File: src/pkg_csr_engine.sv
// Types and widths shared by the CSR index engine RTL and its testbench
// ADDR_W and DATA_W are expected to be equal; FIFO sizing is set on the top level
`default_nettype none

package pkg_csr_engine;

    // --------------------------------------------------
    // Widths
    // --------------------------------------------------
    localparam int ADDR_W = 32;
    localparam int DATA_W = 32;
    localparam int SEQ_W  = 16;

    // Bytes per CSR index entry, one index step
    localparam int ELEM_BYTES = 4;

    // Fields that make up one configuration record
    localparam int NUM_CFG_FIELDS = 4;

    // --------------------------------------------------
    // Encodings
    // --------------------------------------------------
    // All-zero packet is neither command
    typedef enum logic [1:0] {
        CMD_CONFIGURE = 2'd1,
        CMD_MEM_READ  = 2'd2
    } mem_cmd_e;

    typedef enum logic [1:0] {
        CFG_INDEX_START = 2'd0,
        CFG_INDEX_END   = 2'd1,
        CFG_STRIDE      = 2'd2,
        CFG_ARRAY_BASE  = 2'd3
    } cfg_field_e;

    typedef enum logic [2:0] {
        GEN_IDLE     = 3'd0,
        GEN_WAIT_CFG = 3'd1,
        GEN_BUSY     = 3'd2,
        GEN_PAUSE    = 3'd3,
        GEN_DONE     = 3'd4
    } gen_state_e;

    // --------------------------------------------------
    // Records
    // --------------------------------------------------
    // Config response: field selects, data carries the value
    // Read request: address is the byte address, seq the tag
    typedef struct packed {
        logic              valid;
        mem_cmd_e          cmd;
        cfg_field_e        field;
        logic [ADDR_W-1:0] address;
        logic [DATA_W-1:0] data;
        logic [SEQ_W-1:0]  seq;
    } mem_packet_t;

    // One complete walk setup
    typedef struct packed {
        logic              valid;
        logic [DATA_W-1:0] index_start;
        logic [DATA_W-1:0] index_end;
        logic [DATA_W-1:0] stride;
        logic [ADDR_W-1:0] array_base;
    } csr_config_t;

    // Kernel descriptor, valid starts a run
    typedef struct packed {
        logic              valid;
        logic [ADDR_W-1:0] graph_base;
    } descriptor_t;

endpackage

`default_nettype wire

File: src/csr_config_decode.sv
// Collects CMD_CONFIGURE responses into one record, other commands are dropped
// All four fields must arrive again after each consume before cfg_o.valid rises
`timescale 1ns/100ps
`default_nettype none

module csr_config_decode (
    input  logic                        ap_clk,
    input  logic                        areset_csr_engine,
    input  pkg_csr_engine::mem_packet_t response_i,
    input  logic                        cfg_consume_i,
    output pkg_csr_engine::csr_config_t cfg_o
);

    localparam int AW = pkg_csr_engine::ADDR_W;
    localparam int NF = pkg_csr_engine::NUM_CFG_FIELDS;

    logic [NF-1:0]               seen_q;
    logic [NF-1:0]               seen_next;
    logic                        cfg_write;
    pkg_csr_engine::csr_config_t cfg_q;

    assign cfg_write = response_i.valid && (response_i.cmd == pkg_csr_engine::CMD_CONFIGURE);

    // --------------------------------------------------
    // Field tracking
    // --------------------------------------------------
    // Consume clears the flags, a field arriving in the same cycle still counts
    always_comb begin
        seen_next = cfg_consume_i ? '0 : seen_q;
        if (cfg_write) begin
            seen_next[response_i.field] = 1'b1;
        end
    end

    always_ff @(posedge ap_clk) begin
        if (areset_csr_engine) begin
            seen_q      <= '0;
            cfg_q.valid <= 1'b0;
        end else begin
            seen_q      <= seen_next;
            // One cycle after the last distinct field lands
            cfg_q.valid <= (&seen_q) && !cfg_consume_i;
        end
    end

    // --------------------------------------------------
    // Field storage
    // --------------------------------------------------
    // Later write to the same field wins
    always_ff @(posedge ap_clk) begin
        if (cfg_write) begin
            case (response_i.field)
                pkg_csr_engine::CFG_INDEX_START: begin
                    cfg_q.index_start <= response_i.data;
                end
                pkg_csr_engine::CFG_INDEX_END: begin
                    cfg_q.index_end <= response_i.data;
                end
                pkg_csr_engine::CFG_STRIDE: begin
                    cfg_q.stride <= response_i.data;
                end
                pkg_csr_engine::CFG_ARRAY_BASE: begin
                    cfg_q.array_base <= AW'(response_i.data);
                end
                default: begin
                end
            endcase
        end
    end

    assign cfg_o = cfg_q;

    // Generator may only take a record that has been completed
    a_consume_needs_cfg: assert property (
        @(posedge ap_clk) disable iff (areset_csr_engine)
        cfg_consume_i |-> cfg_o.valid
    ) else $error("cfg_consume_i while configuration incomplete");

endmodule

`default_nettype wire

File: src/csr_index_generator.sv
// Walks index_start up to index_end by stride, one read request per index
// Stride must be nonzero and index_end plus stride must not wrap the index width
`timescale 1ns/100ps
`default_nettype none

module csr_index_generator #(
    parameter int PROG_THRESH = 16
) (
    input  logic                        ap_clk,
    input  logic                        areset_csr_engine,
    input  pkg_csr_engine::descriptor_t descriptor_i,
    input  pkg_csr_engine::csr_config_t cfg_i,
    input  logic                        fifo_prog_full_i,
    input  logic                        fifo_empty_i,
    output logic                        cfg_consume_o,
    output pkg_csr_engine::mem_packet_t request_o,
    output logic                        done_o
);

    localparam int AW = pkg_csr_engine::ADDR_W;
    localparam int BW = 16;

    pkg_csr_engine::gen_state_e        state_q;
    pkg_csr_engine::csr_config_t       cfg_q;
    logic [AW-1:0]                     graph_base_q;
    logic [pkg_csr_engine::DATA_W-1:0] index_q;
    logic [pkg_csr_engine::SEQ_W-1:0]  seq_q;
    logic                              accept_desc;
    logic                              start_run;
    logic                              in_range;
    logic                              push;
    logic [AW-1:0]                     req_addr;
    logic [BW-1:0]                     burst_q;

    assign accept_desc = descriptor_i.valid &&
                         (state_q == pkg_csr_engine::GEN_IDLE ||
                          state_q == pkg_csr_engine::GEN_DONE);
    assign start_run   = (state_q == pkg_csr_engine::GEN_WAIT_CFG) && cfg_i.valid;
    assign in_range    = index_q < cfg_q.index_end;
    assign push        = (state_q == pkg_csr_engine::GEN_BUSY) && in_range && !fifo_prog_full_i;

    // graph_base + array_base + index * entry size
    assign req_addr = graph_base_q + cfg_q.array_base +
                      AW'(index_q) * AW'(pkg_csr_engine::ELEM_BYTES);

    // --------------------------------------------------
    // Run FSM
    // --------------------------------------------------
    always_ff @(posedge ap_clk) begin
        if (areset_csr_engine) begin
            state_q         <= pkg_csr_engine::GEN_IDLE;
            cfg_consume_o   <= 1'b0;
            request_o.valid <= 1'b0;
        end else begin
            cfg_consume_o   <= start_run;
            request_o.valid <= push;
            case (state_q)
                pkg_csr_engine::GEN_IDLE, pkg_csr_engine::GEN_DONE: begin
                    if (accept_desc) begin
                        state_q <= pkg_csr_engine::GEN_WAIT_CFG;
                    end
                end
                pkg_csr_engine::GEN_WAIT_CFG: begin
                    if (start_run) begin
                        state_q <= pkg_csr_engine::GEN_BUSY;
                    end
                end
                pkg_csr_engine::GEN_BUSY: begin
                    if (!in_range) begin
                        state_q <= pkg_csr_engine::GEN_DONE;
                    end else if (fifo_prog_full_i) begin
                        state_q <= pkg_csr_engine::GEN_PAUSE;
                    end
                end
                pkg_csr_engine::GEN_PAUSE: begin
                    if (!fifo_prog_full_i) begin
                        state_q <= pkg_csr_engine::GEN_BUSY;
                    end
                end
                default: begin
                    state_q <= pkg_csr_engine::GEN_IDLE;
                end
            endcase
        end
    end

    // --------------------------------------------------
    // Walk registers and request payload
    // --------------------------------------------------
    always_ff @(posedge ap_clk) begin
        if (accept_desc) begin
            graph_base_q <= descriptor_i.graph_base;
        end
        if (start_run) begin
            cfg_q   <= cfg_i;
            index_q <= cfg_i.index_start;
            seq_q   <= '0;
        end else if (push) begin
            index_q <= index_q + cfg_q.stride;
            seq_q   <= seq_q + 1'b1;
        end
        if (push) begin
            request_o.cmd     <= pkg_csr_engine::CMD_MEM_READ;
            request_o.field   <= pkg_csr_engine::CFG_INDEX_START;
            request_o.address <= req_addr;
            request_o.data    <= index_q;
            request_o.seq     <= seq_q;
        end
    end

    // Level, drops when the next descriptor is taken
    assign done_o = (state_q == pkg_csr_engine::GEN_DONE) && fifo_empty_i;

    // Writes landed in the FIFO since it was last seen empty, saturating
    always_ff @(posedge ap_clk) begin
        if (areset_csr_engine) begin
            burst_q <= '0;
        end else if (fifo_empty_i) begin
            burst_q <= BW'(request_o.valid);
        end else if (request_o.valid && !(&burst_q)) begin
            burst_q <= burst_q + 1'b1;
        end
    end

    // Only the push already in flight may land after prog_full rises
    a_no_push_prog_full: assert property (
        @(posedge ap_clk) disable iff (areset_csr_engine)
        $past(fifo_prog_full_i) |-> !request_o.valid
    ) else $error("push launched while FIFO prog_full");

    // FIFO cannot report prog_full before PROG_THRESH writes since empty
    a_prog_full_count: assert property (
        @(posedge ap_clk) disable iff (areset_csr_engine)
        fifo_prog_full_i |-> (burst_q >= BW'(PROG_THRESH))
    ) else $error("prog_full seen after too few pushes");

endmodule

`default_nettype wire

File: src/csr_request_fifo.sv
// Request queue, ready right after reset; pop data is valid one cycle after rd_en_i
// PROG_THRESH must stay below FIFO_DEPTH to leave room for the push in flight
`timescale 1ns/100ps
`default_nettype none

module csr_request_fifo #(
    parameter int FIFO_DEPTH  = 32,
    parameter int PROG_THRESH = 16
) (
    input  logic                        ap_clk,
    input  logic                        areset_csr_engine,
    input  pkg_csr_engine::mem_packet_t push_i,
    input  logic                        rd_en_i,
    output pkg_csr_engine::mem_packet_t pop_o,
    output logic                        prog_full_o,
    output logic                        empty_o
);

    localparam int PW = (FIFO_DEPTH > 1) ? $clog2(FIFO_DEPTH) : 1;
    localparam int CW = $clog2(FIFO_DEPTH + 1);

    pkg_csr_engine::mem_packet_t mem_q [FIFO_DEPTH];
    pkg_csr_engine::mem_packet_t pop_data_q;
    logic                        pop_valid_q;
    logic [PW-1:0]               wr_ptr_q;
    logic [PW-1:0]               rd_ptr_q;
    logic [CW-1:0]               count_q;
    logic                        full;
    logic                        wr_en;
    logic                        rd_en;

    // Wraps at any depth, not only powers of two
    function automatic logic [PW-1:0] next_ptr(input logic [PW-1:0] ptr);
        if (ptr == PW'(FIFO_DEPTH - 1)) begin
            return '0;
        end
        return ptr + 1'b1;
    endfunction

    assign full        = (count_q == CW'(FIFO_DEPTH));
    assign empty_o     = (count_q == '0);
    assign prog_full_o = (count_q >= CW'(PROG_THRESH));
    assign wr_en       = push_i.valid && !full;
    assign rd_en       = rd_en_i && !empty_o;

    // --------------------------------------------------
    // Pointers and occupancy
    // --------------------------------------------------
    always_ff @(posedge ap_clk) begin
        if (areset_csr_engine) begin
            wr_ptr_q    <= '0;
            rd_ptr_q    <= '0;
            count_q     <= '0;
            pop_valid_q <= 1'b0;
        end else begin
            pop_valid_q <= rd_en;
            if (wr_en) begin
                wr_ptr_q <= next_ptr(wr_ptr_q);
            end
            if (rd_en) begin
                rd_ptr_q <= next_ptr(rd_ptr_q);
            end
            case ({wr_en, rd_en})
                2'b10: count_q <= count_q + 1'b1;
                2'b01: count_q <= count_q - 1'b1;
                default: begin
                end
            endcase
        end
    end

    // Storage and read register
    always_ff @(posedge ap_clk) begin
        if (wr_en) begin
            mem_q[wr_ptr_q] <= push_i;
        end
        if (rd_en) begin
            pop_data_q <= mem_q[rd_ptr_q];
        end
    end

    always_comb begin
        pop_o       = pop_data_q;
        pop_o.valid = pop_valid_q;
    end

    // Generator back-pressure must keep the queue from overflowing
    a_no_overflow: assert property (
        @(posedge ap_clk) disable iff (areset_csr_engine)
        push_i.valid |-> !full
    ) else $error("push into full request FIFO");

    a_empty_read: assert property (
        @(posedge ap_clk) disable iff (areset_csr_engine)
        (rd_en_i && empty_o) |=> !pop_o.valid
    ) else $error("read of empty FIFO produced valid data");

endmodule

`default_nettype wire

File: src/engine_csr_index.sv
// CSR index engine top; inputs and outputs are registered once
// rd_en to request_o.valid is 3 cycles, done_o is a level until the next descriptor
`timescale 1ns/100ps
`default_nettype none

module engine_csr_index #(
    parameter int FIFO_DEPTH  = 32,
    parameter int PROG_THRESH = 16
) (
    input  logic                        ap_clk,
    input  logic                        areset_csr_engine,
    input  pkg_csr_engine::descriptor_t descriptor_i,
    input  pkg_csr_engine::mem_packet_t response_memory_i,
    input  logic                        request_rd_en_i,
    output pkg_csr_engine::mem_packet_t request_o,
    output logic                        done_o
);

    pkg_csr_engine::descriptor_t descriptor_q;
    pkg_csr_engine::mem_packet_t response_q;
    logic                        rd_en_q;
    pkg_csr_engine::csr_config_t cfg;
    logic                        cfg_consume;
    pkg_csr_engine::mem_packet_t push_req;
    pkg_csr_engine::mem_packet_t pop_req;
    logic                        fifo_prog_full;
    logic                        fifo_empty;
    logic                        gen_done;

    // --------------------------------------------------
    // Input registers
    // --------------------------------------------------
    always_ff @(posedge ap_clk) begin
        if (areset_csr_engine) begin
            descriptor_q.valid <= 1'b0;
            response_q.valid   <= 1'b0;
            rd_en_q            <= 1'b0;
        end else begin
            descriptor_q.valid <= descriptor_i.valid;
            response_q.valid   <= response_memory_i.valid;
            rd_en_q            <= request_rd_en_i;
        end
    end

    always_ff @(posedge ap_clk) begin
        descriptor_q.graph_base <= descriptor_i.graph_base;
        response_q.cmd          <= response_memory_i.cmd;
        response_q.field        <= response_memory_i.field;
        response_q.address      <= response_memory_i.address;
        response_q.data         <= response_memory_i.data;
        response_q.seq          <= response_memory_i.seq;
    end

    // --------------------------------------------------
    // Output registers
    // --------------------------------------------------
    always_ff @(posedge ap_clk) begin
        if (areset_csr_engine) begin
            request_o.valid <= 1'b0;
            done_o          <= 1'b0;
        end else begin
            request_o.valid <= pop_req.valid;
            done_o          <= gen_done;
        end
    end

    always_ff @(posedge ap_clk) begin
        request_o.cmd     <= pop_req.cmd;
        request_o.field   <= pop_req.field;
        request_o.address <= pop_req.address;
        request_o.data    <= pop_req.data;
        request_o.seq     <= pop_req.seq;
    end

    // Decode, execute, result
    csr_config_decode u_decode (
        .ap_clk           (ap_clk),
        .areset_csr_engine(areset_csr_engine),
        .response_i       (response_q),
        .cfg_consume_i    (cfg_consume),
        .cfg_o            (cfg)
    );

    csr_index_generator #(
        .PROG_THRESH(PROG_THRESH)
    ) u_generator (
        .ap_clk           (ap_clk),
        .areset_csr_engine(areset_csr_engine),
        .descriptor_i     (descriptor_q),
        .cfg_i            (cfg),
        .fifo_prog_full_i (fifo_prog_full),
        .fifo_empty_i     (fifo_empty),
        .cfg_consume_o    (cfg_consume),
        .request_o        (push_req),
        .done_o           (gen_done)
    );

    csr_request_fifo #(
        .FIFO_DEPTH (FIFO_DEPTH),
        .PROG_THRESH(PROG_THRESH)
    ) u_request_fifo (
        .ap_clk           (ap_clk),
        .areset_csr_engine(areset_csr_engine),
        .push_i           (push_req),
        .rd_en_i          (rd_en_q),
        .pop_o            (pop_req),
        .prog_full_o      (fifo_prog_full),
        .empty_o          (fifo_empty)
    );

endmodule

`default_nettype wire

File: config.mk
export PLATFORM = sky130hd
export DESIGN_NAME = engine_csr_index
export DESIGN_NICKNAME = d
export VERILOG_FILES = /design/src/pkg_csr_engine.sv /design/src/csr_config_decode.sv /design/src/csr_index_generator.sv /design/src/csr_request_fifo.sv /design/src/engine_csr_index.sv
export SDC_FILE = /design/constraint.sdc
export NUM_CORES = 2
export LEC_CHECK = 0
export BUFFER_PORTS_ARGS = -buffer_cell sky130_fd_sc_hd__buf_4
export CORE_MARGIN = 8
export CORE_UTILIZATION = 60
export DETAILED_ROUTE_END_ITERATION = 6
export GPL_ROUTABILITY_DRIVEN = 0
export PLACE_DENSITY = 0.74
export SLEW_MARGIN = 20
export SYNTH_ARGS = -nofsm -noshare
export SYNTH_HDL_FRONTEND = slang
export SYNTH_SLANG_ARGS = --single-unit
File: constraint.sdc
create_clock -name ap_clk -period 11.8 [get_ports ap_clk]
set_input_delay 2.95 -clock ap_clk [delete_from_list [all_inputs] [get_ports ap_clk]]
set_output_delay 2.95 -clock ap_clk [all_outputs]
set_load 0.1 [all_outputs]
==> results.yml <==
route:
  wl_met2_mm: 142
  wl_per_cell_um: 34.2
  drc: 0
  vias: 57073
  drtAntennaViolNets: 0
  viasPerCell: 6.74
  top_layer_used: "met5"
  first_iter_violations: 8169
  drt-met1-wl_mm: 105
  drt_pass1_iterations: 5
  routed_wl_mm: 290
  route.met3.wl_mm: 34.3
layout:
  fin_util_pct: 68.0
  area_growth_pct: 12.8
  multi_input_area_sq_um: 25200
  fillers: 11753
  drive_gt1_share_pct: 29.0
  finalInstanceArea_sq_um: 136000
  ff_latch_area_sq_um: 94300
  nets: 5819
hold_path:
  hp-class: "register to register"
logic_synthesis:
  async_reset_ff_share_pct: 0
  synth_cell_types: 73
  netlist_instances: 5189
  synth.area.top_cells: "edfxtp_1 (75%), mux4_2 (15%), dfxtp_1 (3.3%)"
  synth_area_per_cell_sq_um: 23.2
  synth.top_cell.area_share_pct: 75.1
  synth_seq_area_share_pct: 78.3
  ys_ff_latch: 3204
  ys_warn_count: 0
  synth_largest_area_cell: "edfxtp_1"
  synth_ff_type: "edfxtp_1"
  synth_edf_count: 3008
  syn_area_sq_um: 120000
worst_setup_path:
  cp_slowest_cell: "inv_4"
  crit_type: "register to register"
  worst_setup_path_start_kind: "register"
  critPathArrivalTime_ns: 5.58
  required_ns: 12.34
  path_max_fanout: 51
  end_kind: "register"
  crit_chain: "ha_1, a21o_1, a21o_1, a21o_1, a21oi_1, nand4b_1, a211oi_2, o21ba_2, nand2_1, inv_4, buf_4"
  cp_common_cell: "a21o_1"
  regToRegSetupSlack_ns: 6.76
  max_stage_delay_ns: 0.76
placement:
  placed_area_sq_um: 125000
  dp_hpwl_mm: 142
  port-buffer-count: 154
floorplan:
  dieArea_sq_um: 215000
  die_x_um: 464
  rows: 164
  coreArea_sq_um: 199000
  io_pins: 207
  start_util_pct: 60.3
  dieHeight_um: 464
global_route:
  overflow: 0
  grt_use_total_pct: 26.4
  grt_pass1_wl_mm: 410
  grt_start_max_net_pins: 158
  antenna_found_initial: 9
  grt_pass1_vias: 58112
sta:
  setup_viol: 0
  post-route-period-util_pct: 42.7
  slew-limit-headroom_pct: 9.12
  skew_ns: 0.0415
  worst_pin_slew_ns: 1.36
  rsz0062_at_grt: "no"
  finalMaxSlewViolations: 0
  final.min_clock_period_ns: 5.04
  holdWs_ns: 0.339
  hold_violations: 0
  fin_setup_tns_ns: 0
  fmax_mhz: 198
pwr:
  power_switching_mw: 4.27
  powerDensity_nw_per_um2: 166
  p_int_mw: 18.2
  power.share.clock_pct: 44.8
  p_leak_nw: 41.7
  peakVddDrop_mv: 0.161
  pwr-share-comb_pct: 0.5
  pwr-share-seq_pct: 54.7
  switching_share_pct: 19.0
  power_mw: 22.5
clocking:
  cts_resized: 0
  clockBufferDepth: 4
  cts-buffers-inserted: 325
  path_clk_slew_ns: 0.06
  cts_tree: "done"
  worstSkewPairLatency_ns: 0.94
  clk_root_buffer_cell: "clkbuf_16"
  postCtsSetupRepairBufs: 0
  ctsHoldBuffers: 0
  htreeDepth: 5
  cts_sinks: 3204
job:
  cap_viol_max_count: 0
status:
  status: "finished clean"
## cells by family after synthesis
kind of cell             share of synthesized area [%]
AO/OA/AOI/OAI                                     1.56
XOR/XNOR                                         0.422
adder cells (fa/ha/maj)                           1.65
buffers and inverters                            0.947
flip-flops                                        78.3
multiplexers                                      15.8
other                                          0.00624
AND/OR/NAND/NOR                                   1.32
## power groups by stage
stage | clock (mW) | combinational [mW] | sequential [mW]
after floorplan | 0 | 0.0560 | 12.5
after global placement | 0 | 0.107 | 12.5
after detailed placement | 0 | 0.109 | 12.5
after CTS | 10.2 | 0.109 | 12.3
after global routing | 10.6 | 0.121 | 12.3
final | 10.1 | 0.114 | 12.3
## final cells by class
cell class	count	share of cell area (%)
antenna	1	0.00184
clock buffer	432	6.76
clock inverter	144	0.912
inverter	71	0.204
multi-input combinational	1695	18.6
sequential	3204	69.5
tap	2656	2.45
timing repair buffer	262	1.62
## registers in the layout, summed over array words and instances, names as in the netlist
register and cells:
u_generator.state_q 3, u_generator.cfg_q 96, u_request_fifo.pop_o 80, u_generator.graph_base_q 32, descriptor_q 33, u_request_fifo.pop_valid_q 1, u_generator.seq_q 16, rd_en_q 1
u_request_fifo.mem_q 2560, u_request_fifo.rd_ptr_q 5, u_generator.request_o 81, u_request_fifo.wr_ptr_q 5, u_generator.index_q 32, done_o 1, response_q 37, u_generator.cfg_consume_o 1
u_request_fifo.count_q 6, request_o 81, u_decode.seen_q 4, u_decode.cfg_o 129
## worst paths after layout
kind,startpoint,endpoint,depth (start not counted)
worst max-delay path,u_generator.index_q[24],u_generator.request_o[45],11
worst min-delay path,u_request_fifo.pop_o[30],request_o[30],0
worst max register to register,u_generator.index_q[24],u_generator.request_o[45],11
worst min register to register,u_request_fifo.pop_o[30],request_o[30],0
## synthesized netlist by cell type, drive strengths merged (6+ instances only)
| cell type | count |
|---|---|
| mux2 | 81 |
| nor2 | 102 |
| dfxtp | 196 |
| a211oi | 8 |
| nand4 | 15 |
| nand2 | 76 |
| fa | 32 |
| and3 | 14 |
| o21a | 10 |
| xnor2 | 32 |
| edfxtp | 3008 |
| or3 | 9 |
| o311ai | 6 |
| clkbuf | 177 |
| mux4 | 800 |
| o211ai | 9 |
| o21ai | 50 |
| o21bai | 10 |
| nand3 | 23 |
| nor3 | 17 |
| xor2 | 26 |
| or2 | 8 |
| a21o | 42 |
| o31ai | 7 |
| or4 | 8 |
| nand2b | 6 |
| a21oi | 99 |
| inv | 70 |
| a31oi | 11 |
| buf | 44 |
| nor2b | 15 |
| nor3b | 13 |
| ha | 107 |
## per-stage QoR
stage,worst slack [ns],std cells
6_report,6.76,8465
5_1_grt,6.51,8464
4_1_cts,6.73,8460
3_5_place_dp,6.75,7884
3_3_place_gp,6.82,7879
2_1_floorplan,6.87,5191
## placed cells by master (no fill, tap or decap), types with 27 or more instances in the layout
master | Yosys | routed
edfxtp_1 | 3008 | 3008
mux4_2 | 800 | 800
clkbuf_16 | 0 | 342
buf_4 | 4 | 242
dfxtp_1 | 196 | 191
ha_1 | 107 | 107
a21oi_1 | 98 | 98
mux2_2 | 81 | 81
nand2_1 | 76 | 76
nor2_1 | 102 | 69
inv_1 | 70 | 67
clkinv_2 | 0 | 64
clkbuf_1 | 176 | 63
o21ai_0 | 48 | 48
a21o_1 | 42 | 42
clkinv_1 | 1 | 41
nor2_4 | 0 | 33
fa_1 | 32 | 32
xnor2_1 | 32 | 29
clkbuf_8 | 0 | 27
## critical path, delay by kind of cell, from the launching register on
| family | cells | cell delay, ns |
|---|---|---|
| AO/OA/AOI/OAI | 6 | 1.60 |
| buffers and inverters | 2 | 1.50 |
| flip-flops | 1 | 0.66 |
| AND/OR/NAND/NOR | 2 | 0.47 |
| adder cells (fa/ha/maj) | 1 | 0.33 |
## metal layers
metal  track usage (%)  up-vias
li1                  -    22571
met1              36.5    30133
met2              42.8     3818
met3              6.61      549
met4              7.21        2
met5                 0        -
Power figures use the tool's default switching activity.
